`src/hw/mipsPkg.sv`:
```
`default_nettype none

package mipsPkg;

    typedef logic [31:0] wordT;    // Data or address word
    typedef logic [4:0]  regAddrT; // Register index
    typedef logic [4:0]  shamtT;   // Shift amount field
    typedef logic [3:0]  byteEnT;  // Avalon byte lanes

    // Primary opcode field, instr[31:26]
    typedef enum logic [5:0] {
        OP_RTYPE = 6'b000000,
        OP_J     = 6'b000010,
        OP_BEQ   = 6'b000100,
        OP_BNE   = 6'b000101,
        OP_ADDIU = 6'b001001,
        OP_SLTI  = 6'b001010,
        OP_SLTIU = 6'b001011,
        OP_ANDI  = 6'b001100,
        OP_ORI   = 6'b001101,
        OP_XORI  = 6'b001110,
        OP_LUI   = 6'b001111,
        OP_LW    = 6'b100011,
        OP_SW    = 6'b101011
    } opcodeT;

    // R-format function field, instr[5:0]
    typedef enum logic [5:0] {
        FN_SLL  = 6'b000000,
        FN_SRL  = 6'b000010,
        FN_SRA  = 6'b000011,
        FN_JR   = 6'b001000,
        FN_ADDU = 6'b100001,
        FN_SUBU = 6'b100011,
        FN_AND  = 6'b100100,
        FN_OR   = 6'b100101,
        FN_XOR  = 6'b100110,
        FN_SLT  = 6'b101010,
        FN_SLTU = 6'b101011
    } funcT;

    typedef enum logic [3:0] {
        ALU_AND, ALU_OR, ALU_XOR, ALU_ADD, ALU_SUB, ALU_SLT,
        ALU_SLTU, ALU_SLL, ALU_SRL, ALU_SRA, ALU_LUI, ALU_PASSB
    } aluOpT;

    typedef enum logic [2:0] {
        FETCH     = 3'd0,
        DECODE    = 3'd1,
        EXEC      = 3'd2,
        MEM       = 3'd3,
        WRITEBACK = 3'd4,
        HALTED    = 3'd5
    } cpuStateT;

    localparam wordT defaultResetVector = 32'hBFC0_0000; // MIPS boot ROM
    localparam wordT haltAddress = 32'h0000_0000;        // Fetch here ends the run
    localparam byteEnT byteEnAll = 4'b1111;              // Word access only

endpackage

`default_nettype wire

```
`src/hw/regFile.sv`:
```
`timescale 1ns/1ns
`default_nettype none

module regFile (
    input  logic             clk,
    input  logic             reset,
    input  logic             regWrite,
    input  mipsPkg::regAddrT wrAddr,
    input  mipsPkg::wordT    wrData,
    input  mipsPkg::regAddrT rdAddrA,
    input  mipsPkg::regAddrT rdAddrB,
    output mipsPkg::wordT    rdDataA,
    output mipsPkg::wordT    rdDataB,
    output mipsPkg::wordT    registerV0
);
    import mipsPkg::*;

    wordT regs [32];

    always_ff @(posedge clk) begin
        if (reset) begin
            for (int i = 0; i < 32; i++) begin
                regs[i] <= '0;
            end
        end else if (regWrite && wrAddr != 5'd0) begin // $zero never written
            regs[wrAddr] <= wrData;
        end
    end

    // Asynchronous read ports
    assign rdDataA = regs[rdAddrA];
    assign rdDataB = regs[rdAddrB];
    assign registerV0 = regs[2]; // $v0 for debug

endmodule

`default_nettype wire

```
`src/hw/alu.sv`:
```
`timescale 1ns/1ns
`default_nettype none

module alu (
    input  mipsPkg::aluOpT  aluOp,
    input  mipsPkg::wordT   a,
    input  mipsPkg::wordT   b,
    input  mipsPkg::shamtT  shamt,
    output mipsPkg::wordT   result,
    output logic            zero
);
    import mipsPkg::*;

    logic ltSigned;
    logic ltUnsigned;

    assign ltSigned = $signed(a) < $signed(b);
    assign ltUnsigned = a < b;

    always_comb begin
        case (aluOp)
            ALU_AND:   result = a & b;
            ALU_OR:    result = a | b;
            ALU_XOR:   result = a ^ b;
            ALU_ADD:   result = a + b;          // No overflow trap
            ALU_SUB:   result = a - b;          // Also the BEQ/BNE compare
            ALU_SLT:   result = {31'd0, ltSigned};
            ALU_SLTU:  result = {31'd0, ltUnsigned};
            // Shifts act on rt, which sits on b
            ALU_SLL:   result = b << shamt;
            ALU_SRL:   result = b >> shamt;
            ALU_SRA:   result = wordT'($signed(b) >>> shamt); // Sign fill
            ALU_LUI:   result = {b[15:0], 16'h0000};
            ALU_PASSB: result = b;
            default:   result = b;
        endcase
    end

    assign zero = (result == '0); // Drives branch resolution

endmodule

`default_nettype wire

```
`src/hw/fetchUnit.sv`:
```
`timescale 1ns/1ns
`default_nettype none

module fetchUnit #(
    parameter mipsPkg::wordT resetVector = mipsPkg::defaultResetVector
) (
    input  logic          clk,
    input  logic          reset,
    input  logic          fetchStart,
    input  logic          fetchDone,
    input  mipsPkg::wordT rdata,
    input  logic          branchTaken,
    input  mipsPkg::wordT branchTarget,
    input  logic          instrDone,
    output logic          fetchReq,
    output mipsPkg::wordT fetchAddr,
    output mipsPkg::wordT instr,
    output logic          pcHalted
);
    import mipsPkg::*;

    wordT pc;
    wordT redirectTarget;   // Branch target waiting out the delay slot
    logic redirectPending;
    logic busy;             // Fetch outstanding on the bus
    logic atHalt;

    assign atHalt = (pc == haltAddress);
    assign pcHalted = fetchStart && atHalt;        // No read issued for address zero
    assign fetchReq = (fetchStart && !atHalt) || busy;
    assign fetchAddr = pc;                          // PC only moves on instrDone

    always_ff @(posedge clk) begin
        if (reset) begin
            pc <= resetVector;
            busy <= 1'b0;
            redirectPending <= 1'b0;
        end else begin
            if (fetchDone) begin
                busy <= 1'b0;
            end else if (fetchStart && !atHalt) begin
                busy <= 1'b1;                       // Held through waitrequest
            end
            if (instrDone) begin
                // Step two applies the target after the delay slot
                if (redirectPending) begin
                    pc <= redirectTarget;
                end else begin
                    pc <= pc + 32'd4;
                end
                redirectPending <= branchTaken;     // Step one marks it pending
            end
        end
    end

    always_ff @(posedge clk) begin
        if (fetchDone) begin
            instr <= rdata;
        end
        if (instrDone && branchTaken) begin
            redirectTarget <= branchTarget;
        end
    end

endmodule

`default_nettype wire

```
`src/hw/loadStoreUnit.sv`:
```
`timescale 1ns/1ns
`default_nettype none

module loadStoreUnit (
    input  logic          clk,
    input  logic          reset,
    input  logic          memStart,
    input  logic          memWrite,
    input  mipsPkg::wordT addr,
    input  mipsPkg::wordT storeData,
    input  logic          dataDone,
    input  mipsPkg::wordT rdata,
    output logic          dataReq,
    output logic          dataWrite,
    output mipsPkg::wordT dataAddr,
    output mipsPkg::wordT dataWdata,
    output mipsPkg::wordT loadData
);
    import mipsPkg::*;

    wordT addrQ;
    wordT wdataQ;
    logic writeQ;
    logic busy;

    // Start cycle drives straight from the inputs, later cycles from the copies
    assign dataReq = memStart || busy;
    assign dataWrite = busy ? writeQ : memWrite;
    assign dataAddr = busy ? addrQ : addr;
    assign dataWdata = busy ? wdataQ : storeData;

    always_ff @(posedge clk) begin
        if (reset) begin
            busy <= 1'b0;
        end else if (dataDone) begin
            busy <= 1'b0;
        end else if (memStart) begin
            busy <= 1'b1;
        end
    end

    always_ff @(posedge clk) begin
        if (memStart) begin
            addrQ <= addr;
            wdataQ <= storeData;
            writeQ <= memWrite;
        end
        if (dataDone && !dataWrite) begin
            loadData <= rdata;  // Read for WRITEBACK
        end
    end

    // Only whole-word accesses are supported
    aWordAligned: assert property (@(posedge clk) disable iff (reset)
        memStart |-> addr[1:0] == 2'b00);

endmodule

`default_nettype wire

```
`src/hw/busArbiter.sv`:
```
`timescale 1ns/1ns
`default_nettype none

module busArbiter (
    input  logic            clk,
    input  logic            reset,
    input  logic            fetchReq,
    input  mipsPkg::wordT   fetchAddr,
    input  logic            dataReq,
    input  logic            dataWrite,
    input  mipsPkg::wordT   dataAddr,
    input  mipsPkg::wordT   dataWdata,
    input  logic            waitrequest,
    output logic            fetchDone,
    output logic            dataDone,
    output mipsPkg::wordT   address,
    output logic            read,
    output logic            write,
    output mipsPkg::wordT   writedata,
    output mipsPkg::byteEnT byteenable
);
    import mipsPkg::*;

    logic locked;     // Grant frozen during waitrequest
    logic ownerData;  // Locked owner, 1 for data
    logic selData;
    logic xfer;

    // Data side wins unless a fetch already holds the bus
    assign selData = locked ? ownerData : dataReq;

    assign read = selData ? (dataReq && !dataWrite) : fetchReq;
    assign write = selData && dataReq && dataWrite;
    assign address = selData ? dataAddr : fetchAddr;
    assign writedata = dataWdata;
    assign byteenable = (read || write) ? byteEnAll : '0;

    assign xfer = read || write;
    assign fetchDone = xfer && !selData && !waitrequest; // Single-cycle strobes
    assign dataDone = xfer && selData && !waitrequest;

    always_ff @(posedge clk) begin
        if (reset) begin
            locked <= 1'b0;
            ownerData <= 1'b0;
        end else if (xfer && waitrequest) begin
            locked <= 1'b1;
            ownerData <= selData;
        end else if (xfer) begin
            locked <= 1'b0;  // Completed this cycle
        end
    end

    aNoReadWrite: assert property (@(posedge clk) disable iff (reset)
        !(read && write));

    // Command held while the slave stalls
    aHoldOnWait: assert property (@(posedge clk) disable iff (reset)
        xfer && waitrequest |=> $stable({address, read, write, writedata}));

endmodule

`default_nettype wire

```
`src/hw/controlUnit.sv`:
```
`timescale 1ns/1ns
`default_nettype none

module controlUnit (
    input  logic             clk,
    input  logic             reset,
    input  mipsPkg::wordT    instr,
    input  mipsPkg::wordT    pc,
    input  logic             fetchDone,
    input  logic             dataDone,
    input  mipsPkg::wordT    rdDataA,
    input  mipsPkg::wordT    rdDataB,
    input  mipsPkg::wordT    aluResult,
    input  logic             aluZero,
    input  mipsPkg::wordT    loadData,
    input  logic             pcHalted,
    output logic             fetchStart,
    output logic             memStart,
    output logic             memWrite,
    output mipsPkg::regAddrT rdAddrA,
    output mipsPkg::regAddrT rdAddrB,
    output mipsPkg::aluOpT   aluOp,
    output mipsPkg::wordT    aluA,
    output mipsPkg::wordT    aluB,
    output mipsPkg::shamtT   shamt,
    output logic             regWrite,
    output mipsPkg::regAddrT wrAddr,
    output mipsPkg::wordT    wrData,
    output logic             branchTaken,
    output mipsPkg::wordT    branchTarget,
    output logic             instrDone,
    output logic             active
);
    import mipsPkg::*;

    cpuStateT state;
    opcodeT   opcode;
    funcT     func;
    wordT     immSext;
    wordT     immZext;
    wordT     pcPlus4;
    wordT     nextTarget;
    logic     isRType;
    logic     isJr;
    logic     isLoad;
    logic     isStore;
    logic     useImm;
    logic     zeroExt;
    logic     writesReg;
    logic     takeBranch;
    logic     booted;   // First fetch after reset kicked off

    // Field split, instr is stable from DECODE to WRITEBACK
    assign opcode = opcodeT'(instr[31:26]);
    assign func = funcT'(instr[5:0]);
    assign rdAddrA = instr[25:21];  // rs
    assign rdAddrB = instr[20:16];  // rt
    assign shamt = instr[10:6];
    assign immSext = {{16{instr[15]}}, instr[15:0]};
    assign immZext = {16'h0000, instr[15:0]};

    assign isRType = (opcode == OP_RTYPE);
    assign isJr = isRType && (func == FN_JR);
    assign isLoad = (opcode == OP_LW);
    assign isStore = (opcode == OP_SW);
    assign useImm = !isRType && opcode != OP_BEQ && opcode != OP_BNE;
    assign zeroExt = (opcode == OP_ANDI) || (opcode == OP_ORI) || (opcode == OP_XORI);
    assign writesReg = !(isStore || isJr || opcode == OP_BEQ || opcode == OP_BNE
                         || opcode == OP_J);

    assign memWrite = isStore;
    assign wrAddr = isRType ? instr[15:11] : instr[20:16]; // rd or rt
    assign wrData = isLoad ? loadData : aluResult;
    assign instrDone = (state == WRITEBACK);

    always_comb begin
        aluOp = ALU_ADD;  // Address calc and ADDIU
        case (opcode)
            OP_RTYPE: begin
                case (func)
                    FN_SLL:  aluOp = ALU_SLL;
                    FN_SRL:  aluOp = ALU_SRL;
                    FN_SRA:  aluOp = ALU_SRA;
                    FN_SUBU: aluOp = ALU_SUB;
                    FN_AND:  aluOp = ALU_AND;
                    FN_OR:   aluOp = ALU_OR;
                    FN_XOR:  aluOp = ALU_XOR;
                    FN_SLT:  aluOp = ALU_SLT;
                    FN_SLTU: aluOp = ALU_SLTU;
                    default: aluOp = ALU_ADD;
                endcase
            end
            OP_BEQ, OP_BNE: aluOp = ALU_SUB;  // Zero flag means equal
            OP_SLTI:  aluOp = ALU_SLT;
            OP_SLTIU: aluOp = ALU_SLTU;
            OP_ANDI:  aluOp = ALU_AND;
            OP_ORI:   aluOp = ALU_OR;
            OP_XORI:  aluOp = ALU_XOR;
            OP_LUI:   aluOp = ALU_LUI;
            OP_J:     aluOp = ALU_PASSB;
            default:  aluOp = ALU_ADD;
        endcase
    end

    // Targets are relative to the delay slot address
    assign pcPlus4 = pc + 32'd4;
    always_comb begin
        if (opcode == OP_J) begin
            nextTarget = {pcPlus4[31:28], instr[25:0], 2'b00};
        end else if (isJr) begin
            nextTarget = aluA;
        end else begin
            nextTarget = pcPlus4 + {immSext[29:0], 2'b00};
        end
    end
    assign takeBranch = (opcode == OP_BEQ && aluZero) || (opcode == OP_BNE && !aluZero)
                        || opcode == OP_J || isJr;

    always_ff @(posedge clk) begin
        if (reset) begin
            state <= FETCH;
            active <= 1'b1;
            booted <= 1'b0;
            fetchStart <= 1'b0;
            memStart <= 1'b0;
            regWrite <= 1'b0;
            branchTaken <= 1'b0;
        end else begin
            fetchStart <= 1'b0;  // Strobes last one cycle
            memStart <= 1'b0;
            case (state)
                FETCH: begin
                    if (!booted) begin
                        fetchStart <= 1'b1;
                        booted <= 1'b1;
                    end
                    if (pcHalted) begin
                        state <= HALTED;
                        active <= 1'b0;
                    end else if (fetchDone) begin
                        state <= DECODE;
                    end
                end
                DECODE: state <= EXEC;
                EXEC: begin
                    branchTaken <= takeBranch;  // Level held until WRITEBACK
                    memStart <= isLoad || isStore;
                    state <= MEM;
                end
                MEM: begin
                    if (!(isLoad || isStore) || dataDone) begin
                        regWrite <= writesReg;
                        state <= WRITEBACK;
                    end
                end
                WRITEBACK: begin
                    regWrite <= 1'b0;
                    branchTaken <= 1'b0;
                    fetchStart <= 1'b1;
                    state <= FETCH;
                end
                default: state <= HALTED;  // Stays until reset
            endcase
        end
    end

    // Operand and target registers
    always_ff @(posedge clk) begin
        if (state == DECODE) begin
            aluA <= rdDataA;
            aluB <= useImm ? (zeroExt ? immZext : immSext) : rdDataB;
        end
        if (state == EXEC) begin
            branchTarget <= nextTarget;
        end
    end

    aWriteInWb: assert property (@(posedge clk) disable iff (reset)
        regWrite |-> state == WRITEBACK);

endmodule

`default_nettype wire

```
`src/hw/mipsCpuBus.sv`:
```
`timescale 1ns/1ns
`default_nettype none

module mipsCpuBus #(
    parameter mipsPkg::wordT resetVector = mipsPkg::defaultResetVector
) (
    input  logic            clk,
    input  logic            reset,
    output logic            active,
    output mipsPkg::wordT   registerV0,
    // Avalon master
    output mipsPkg::wordT   address,
    output logic            read,
    output logic            write,
    input  logic            waitrequest,
    output mipsPkg::wordT   writedata,
    output mipsPkg::byteEnT byteenable,
    input  mipsPkg::wordT   readdata
);
    import mipsPkg::*;

    // Fetch and data sides of the arbiter
    logic    fetchReq;
    logic    fetchDone;
    wordT    fetchAddr;
    logic    dataReq;
    logic    dataDone;
    logic    dataWrite;
    wordT    dataAddr;
    wordT    dataWdata;

    // Control and datapath
    wordT    instr;
    logic    pcHalted;
    logic    fetchStart;
    logic    memStart;
    logic    memWrite;
    regAddrT rdAddrA;
    regAddrT rdAddrB;
    wordT    rdDataA;
    wordT    rdDataB;
    aluOpT   aluOp;
    wordT    aluA;
    wordT    aluB;
    shamtT   shamt;
    wordT    aluResult;
    logic    aluZero;
    logic    regWrite;
    regAddrT wrAddr;
    wordT    wrData;
    wordT    loadData;
    logic    branchTaken;
    wordT    branchTarget;
    logic    instrDone;

    controlUnit controlUnit_i (
        .clk(clk), .reset(reset), .instr(instr), .pc(fetchAddr),
        .fetchDone(fetchDone), .dataDone(dataDone),
        .rdDataA(rdDataA), .rdDataB(rdDataB),
        .aluResult(aluResult), .aluZero(aluZero), .loadData(loadData),
        .pcHalted(pcHalted), .fetchStart(fetchStart), .memStart(memStart),
        .memWrite(memWrite), .rdAddrA(rdAddrA), .rdAddrB(rdAddrB),
        .aluOp(aluOp), .aluA(aluA), .aluB(aluB), .shamt(shamt),
        .regWrite(regWrite), .wrAddr(wrAddr), .wrData(wrData),
        .branchTaken(branchTaken), .branchTarget(branchTarget),
        .instrDone(instrDone), .active(active)
    );

    regFile regFile_i (
        .clk(clk), .reset(reset), .regWrite(regWrite),
        .wrAddr(wrAddr), .wrData(wrData),
        .rdAddrA(rdAddrA), .rdAddrB(rdAddrB),
        .rdDataA(rdDataA), .rdDataB(rdDataB), .registerV0(registerV0)
    );

    alu alu_i (
        .aluOp(aluOp), .a(aluA), .b(aluB), .shamt(shamt),
        .result(aluResult), .zero(aluZero)
    );

    fetchUnit #(.resetVector(resetVector)) fetchUnit_i (
        .clk(clk), .reset(reset), .fetchStart(fetchStart),
        .fetchDone(fetchDone), .rdata(readdata),
        .branchTaken(branchTaken), .branchTarget(branchTarget),
        .instrDone(instrDone), .fetchReq(fetchReq), .fetchAddr(fetchAddr),
        .instr(instr), .pcHalted(pcHalted)
    );

    // Store data comes from rt, address from the ALU
    loadStoreUnit loadStoreUnit_i (
        .clk(clk), .reset(reset), .memStart(memStart), .memWrite(memWrite),
        .addr(aluResult), .storeData(rdDataB), .dataDone(dataDone),
        .rdata(readdata), .dataReq(dataReq), .dataWrite(dataWrite),
        .dataAddr(dataAddr), .dataWdata(dataWdata), .loadData(loadData)
    );

    busArbiter busArbiter_i (
        .clk(clk), .reset(reset),
        .fetchReq(fetchReq), .fetchAddr(fetchAddr),
        .dataReq(dataReq), .dataWrite(dataWrite),
        .dataAddr(dataAddr), .dataWdata(dataWdata),
        .waitrequest(waitrequest),
        .fetchDone(fetchDone), .dataDone(dataDone),
        .address(address), .read(read), .write(write),
        .writedata(writedata), .byteenable(byteenable)
    );

endmodule

`default_nettype wire

```
`config.mk`:
```
export PLATFORM = sky130hd
export DESIGN_NAME = mipsCpuBus
export DESIGN_NICKNAME = d
export VERILOG_FILES = /design/src/hw/mipsPkg.sv /design/src/hw/regFile.sv /design/src/hw/alu.sv /design/src/hw/fetchUnit.sv /design/src/hw/loadStoreUnit.sv /design/src/hw/busArbiter.sv /design/src/hw/controlUnit.sv /design/src/hw/mipsCpuBus.sv
export SDC_FILE = /design/constraint.sdc
export NUM_CORES = 2
export LEC_CHECK = 0
export BUFFER_PORTS_ARGS = -buffer_cell sky130_fd_sc_hd__buf_2
export CAP_MARGIN = 10
export CORE_UTILIZATION = 50
export CTS_BUF_LIST = sky130_fd_sc_hd__clkbuf_8 sky130_fd_sc_hd__clkbuf_16
export DETAILED_ROUTE_END_ITERATION = 8
export HOLD_SLACK_MARGIN = 0.15
export PLACE_DENSITY = 0.7
export SLEW_MARGIN = 20
export SYNTH_ARGS = -nofsm -noshare
export SYNTH_HDL_FRONTEND = slang
export SYNTH_SLANG_ARGS = --single-unit
```
`constraint.sdc`:
```
create_clock -name clk -period 7.6 [get_ports clk]
set_input_delay 1.52 -clock clk [delete_from_list [all_inputs] [get_ports clk]]
set_output_delay 1.52 -clock clk [all_outputs]
set_load 0.1 [all_outputs]
```
==> Yosys cells after proc, flatten, opt, wreduce, memory -nomap -nowiden <==
Memory sizes are Yosys's and may differ from the RTL's. A register that Yosys moved wholly into a read port is not among the register bits.
Cells that the tools add are included.
{ "op_classes": {"addsub": 4, "n_mul": 0, "n_div": 0, "order_cmp": 2, "n_eq_ne": 38, "shift": 3, "mux": 37, "bitwise_logic": 4, "n_reduce_logical": 58} }
{ "ops": {"columns": ["cell", "n"], "rows": [
  ["32-bit case mux with 11 select lines", 1],
  ["32-bit two-way mux", 10],
  ["4-bit case mux with 9 select lines", 2],
  ["32-bit adder", 2],
  ["32-bit zero test", 2],
  ["32-bit < comparator", 2],
  ["6-bit equality test, second input constant", 8],
  ["6-bit by 4-bit equality test with 1-bit output, second input constant", 7],
  ["32-bit by 3-bit adder with 32-bit output, second input constant", 1],
  ["32-bit bitwise AND", 1],
  ["32-bit OR", 1],
  ["32-bit OR reduction", 1],
  ["32-bit by 5-bit left shift with 32-bit output", 1],
  ["32-bit by 5-bit right shift with 32-bit output", 1],
  ["32-bit by 5-bit >>> shifter with 32-bit output", 1],
  ["32-bit subtractor", 1],
  ["32-bit bitwise XOR", 1],
  ["6-bit by 2-bit equality test with 1-bit output, second input constant", 3],
  ["1-bit logical AND", 18],
  ["4-bit by 3-bit equality test with 1-bit output, second input constant", 4],
  ["5-bit two-way mux", 3],
  ["3-bit case mux with 5 select lines", 1],
  ["1-bit logical OR", 14],
  ["1-bit two-way mux", 13],
  ["22 further kinds", 47]
]} }
{ "totals": {"reg_bits": 271, "latchBits": 0, "ram_bits": 1024, "rom_bits": 0, "inputBits": 35, "output_inout_bits": 103, "memories": 1} }
{ "mem_list": {"columns": ["name", "depth", "width", "rd", "rd_clocked_by_memory_dff", "write_ports", "line", "rtl"], "rows": [
  ["regFile_i.regs", 32, 32, 3, 2, 32, "regFile.sv:18", "wordT regs [32];"]
]} }

==> Longest topological paths before layout <==
{ "depth": {"depth_word": 12, "ltp_mapped": 21, "ltp_nobuf": 20} }

==> Hierarchy <==
Synthesis repeated with hierarchy kept, for this count alone.
{ "unflattened": {"cells_unflattened": 7562, "area_unflattened_um2": 83401.2} }
{ "by_module_without_submodules": {"columns": ["mod", "instances", "cells_per_inst", "area_each_um2", "seq_area_each_um2"], "rows": [
  ["regFile", 1, 4605, 56140.1, 30749.5],
  ["alu", 1, 1592, 10905.5, 0.0],
  ["controlUnit", 1, 730, 7250.7, 3062.9],
  ["fetchUnit", 1, 369, 4252.8, 2602.5],
  ["loadStoreUnit", 1, 174, 3906.2, 2932.8],
  ["busArbiter", 1, 92, 945.9, 40.0]
]} }

==> Worst setup path after synthesis <==
OpenSTA, ideal clock, no wires.
{ "synth_path": {"path_kind": "register -> output", "from": "register controlUnit_i.aluB[3]", "to": "output address[28]", "arrival_ps": 5622, "required_time_ps": 6080, "slack_ps": 458, "stages_incl_launch_ff": 17, "path_buffers": 2, "cell_sequence": "edfxtp_1 -> clkbuf_1 -> inv_1 -> ha_1 -> clkbuf_1 -> and3_1 -> a221oi_1 -> o31a_1 -> o21ai_1 -> o21ai_0 -> o2111ai_1 -> a41oi_1 -> xor2_1 -> o221ai_1 -> a21boi_0 -> mux2i_1 -> o21ai_0"} }
{ "synth_via": {"elab_chain_len": 4} }
{ "synth_rtl": {"columns": ["element", "line", "rtl"], "rows": [
  ["start, declared", "controlUnit.sv:24", "output mipsPkg::wordT aluB,"],
  ["start signal, assigned", "controlUnit.sv:171", "aluB <= useImm ? (zeroExt ? immZext : immSext) : rdDataB;"],
  ["32-bit subtractor, or another cell as far along", "alu.sv:26", "ALU_SUB: result = a - b;"],
  ["32-bit case mux with 11 select lines (*)", "alu.sv:21", "case (aluOp)"],
  ["via aluResult[28]", "mipsCpuBus.sv:46", "wordT aluResult;"],
  ["32-bit two-way mux (*)", "loadStoreUnit.sv:29", "assign dataAddr = busy ? addrQ : addr;"],
  ["32-bit two-way mux (*)", "busArbiter.sv:34", "assign address = selData ? dataAddr : fetchAddr;"],
  ["end, declared", "mipsCpuBus.sv:12", "output mipsPkg::wordT address,"]
]} }
The timed path passes the listed nets; every way through them passes the cells marked *.

==> Final worst setup path <==
{ "layout_path": {"from": "register controlUnit_i.aluB[11]", "to": "output address[20]"} }
{ "layout_via": {"elab_chain_len": 4} }
{ "layout_rtl": {"columns": ["element", "line"], "rows": [
  ["32-bit subtractor, or another cell as far along", "alu.sv:26"],
  ["32-bit case mux with 11 select lines (*)", "alu.sv:21"],
  ["32-bit two-way mux (*)", "loadStoreUnit.sv:29"],
  ["32-bit two-way mux (*)", "busArbiter.sv:34"]
]} }
Mark *: on every way between the ends. The rest lies on a longest branch, timed or not.

==> qor.yml <==
critPathRequiredTime_ns: 6.08
finalSetupTns_ns: 0
hold_class: "reg -> reg"
routed.top_layer: "met5"
max_stage_delay_ns: 0.73
path_cells: "inv_1, ha_1, buf_4, inv_1, nand3_1, nand3b_1, nor3_1, o211ai_1, a41o_1, o221ai_1, a21oi_1, nor3_1, a21oi_1, o21ai_0, buf_2"
final.period_utilization_pct: 99.7
synth_mux_area_share_pct: 23.5
grt_max_degree: 116
drt-pass1-iter-count: 6
grt_overflow: 0
syn_to_final_growth_pct: 11.4
ys.flop_type: "edfxtp_1"
dp_cells: 7833
final_common_cell: "edfxtp_1"
clkTransAtPathRegs_ns: 0.07
fin_skew_ns: 0.0676
synth_seq_cells: 1332
cts.sinks: 1332
dieArea_sq_um: 154000
root_buffer: "clkbuf_16"
reg2regPathDepth: 15
io_buffer_count: 137
grt_pass1_wl_um: 421000
status: "completed"
cts_tree: "done"
min_period_ns: 7.58
cp.depth: 15
hold_viol: 0
place.gp.congestion: 1.06
synth_top_family_by_area: "multiplexers"
synth-edff-count: 1281
dp_hpwl_um: 203000
nets: 6134
drt-met1-wl_um: 104000
worstSetupPathType: "reg -> out"
critPathLaunchType: "flip-flop"
insertion_delay_ns: 0.82
ir_worst_vdd_v: 0.000386
drive_gt1_share_pct: 26.1
floorplan.rows: 142
wl_per_cell_um: 37.5
antenna_found_initial: 32
cts_hold_repair.buffers: 0
fmax_mhz: 132
viasPerCell: 7.10
relSlewSlack_pct: 18.3
most-common-layout-cells: "edfxtp_1, nor2_1, mux4_2, nand2_1, buf_4"
final_cell_count_no_fill: 8108
ys_async_sr_fraction_pct: 0
synthCells: 5963
core_sq_um: 151000
ctsHtreeMaxLevel: 4
wirelength_um: 304000
synth_area_sq_um: 76300
setup_viol: 0
synth_xor_area_share_pct: 0.907
ant_nets: 0
worstMarginPinSlew_ns: 1.23
crit_buf_inv: 4
cts_buffers: 146
wl_met3_um: 42700
drc: 0
die_x_um: 393
wl_met2_um: 136000
synth_simple_gate_area_share_pct: 11.0
crit_fanout: 11
drtIter0Drc: 9400
fp.dieH_um: 393
synth_top_area_cell: "edfxtp_1"
avgSynthCellArea_sq_um: 12.8
hold_depth: 0
rsz0062_at_grt: "false"
cellPowerDensity_nw_per_um2: 365
yosys.area.top_type_share_pct: 50.4
synthAdderAreaFrac_pct: 2.16
grt_pass1_vias: 55200
slew_violations: 0
yosysUniqueCellTypes: 103
drv_cap: 0
yosysWarningCount: 0
synth-compound-area-share_pct: 7.08
clockBufferDepth: 3
crit_slowest_cell: "edfxtp_1"
initial_core_util_pct: 50.6
vias: 57600
crit_arrival_ns: 6.06
grt_usage_pct: 39.4
ios: 138
yosysSeqAreaShare_pct: 51.8
end_kind: "output port"
critPathTopFamily: "compound AO/OA/AOI/OAI gates"
synth_area_leaders: "edfxtp_1, mux4_2, nor2_1"
num-fill-cells: 12200
p_leak_nw: 30.4
==> logic make-up after synthesis <==
group,count (synthesis)
other cells,1
xor+xnor,79
fa+ha+maj,130
simple gates,1978
buf+inv,697
flops,1332
mux,922
compound gates,824
==> path summary, 6_finish.rpt <==
| check | start | end | slack [ns] |
|---|---|---|---|
| setup / recovery | controlUnit_i.aluB[11] | address[20] | 0.02 |
| hold / removal | controlUnit_i.branchTarget[0] | fetchUnit_i.redirectTarget[0] | 0.40 |
| setup reg to reg | fetchUnit_i.instr[1] | controlUnit_i.branchTaken | 1.43 |
| hold reg to reg | controlUnit_i.branchTarget[0] | fetchUnit_i.redirectTarget[0] | 0.40 |
==> layer usage <==
layer  track usage (%)  up-vias
met4              23.0       26
met5             0.128        -
li1                  -    22800
met1              50.3    28700
met3              11.8     1035
met2              59.6     4994
==> layout make-up <==
cell class / count / area (sq um) / share of cell area (%)
antenna: 9 / 22.5 / 0.0265
clock buffer: 149 / 3690 / 4.35
clock inverter: 113 / 1020 / 1.20
inverter: 134 / 503 / 0.592
multi-input combinational: 3965 / 34700 / 40.9
sequential: 1332 / 39500 / 46.5
tap: 2016 / 2520 / 2.97
timing repair buffer: 390 / 3000 / 3.53
==> stage by stage <==
stage | hold slack (ns) | util (%) | instance area (sq um) | setup WS (ns) | total power (W)
detailed placement | 0.405 | 53.2 | 80200 | 0.629 | 0.0235
finish | 0.395 | 56.4 | 85000 | 0.0197 | 0.0311
floorplan | 0.400 | - | 76400 | 0.458 | 0.0178
global placement | 0.401 | 53.2 | 80100 | 0.585 | 0.0234
CTS | 0.405 | 56.3 | 84900 | 0.0566 | 0.0305
global route | 0.411 | 56.4 | 85000 | 0.0273 | 0.0317
==> registers in the layout, summed over array words and instances, names as in the netlist, 3 cells and up, named ones only <==
| register | flops |
|---|---|
| controlUnit_i.aluA | 32 |
| controlUnit_i.aluB | 32 |
| controlUnit_i.branchTarget | 32 |
| controlUnit_i.state | 3 |
| fetchUnit_i.fetchAddr | 32 |
| fetchUnit_i.instr | 32 |
| fetchUnit_i.redirectTarget | 32 |
| loadStoreUnit_i.addrQ | 32 |
| loadStoreUnit_i.loadData | 32 |
| loadStoreUnit_i.wdataQ | 32 |
| regFile_i.regs | 1024 |
==> where the power goes <==
part	internal [W]	total, W	switching, W
combinational	0.00451	0.0146	0.0101
clock	0.00394	0.00708	0.00314
sequential	0.00868	0.00937	0.000692
==> synthesized netlist by cell type (17+ instances only) <==
library cell,number
edfxtp_1,1281
nor2_1,1274
mux4_2,680
clkbuf_1,432
nand2_1,316
a21oi_1,231
o21ai_0,176
mux2_2,151
inv_1,130
ha_1,127
mux2i_1,90
nor3_1,84
buf_1,72
nand3_1,59
dfxtp_1,51
xnor2_1,45
buf_2,40
o211ai_1,35
xor2_1,34
o22ai_1,33
a211oi_1,32
and3_1,30
nor2b_1,30
nor4_1,29
nand2b_1,28
a21o_1,26
a22oi_1,24
a2111oi_0,20
a221oi_1,20
nand4_1,20
a31oi_1,18
or3_1,18
o21a_1,17
o31ai_1,17
or2_2,17
==> what timing repair did <==
action,CTS,global route
resized for setup,3,8
buffers inserted,0,1
endpoints found under the setup margin,4,6
Power figures use the tool's default switching activity.
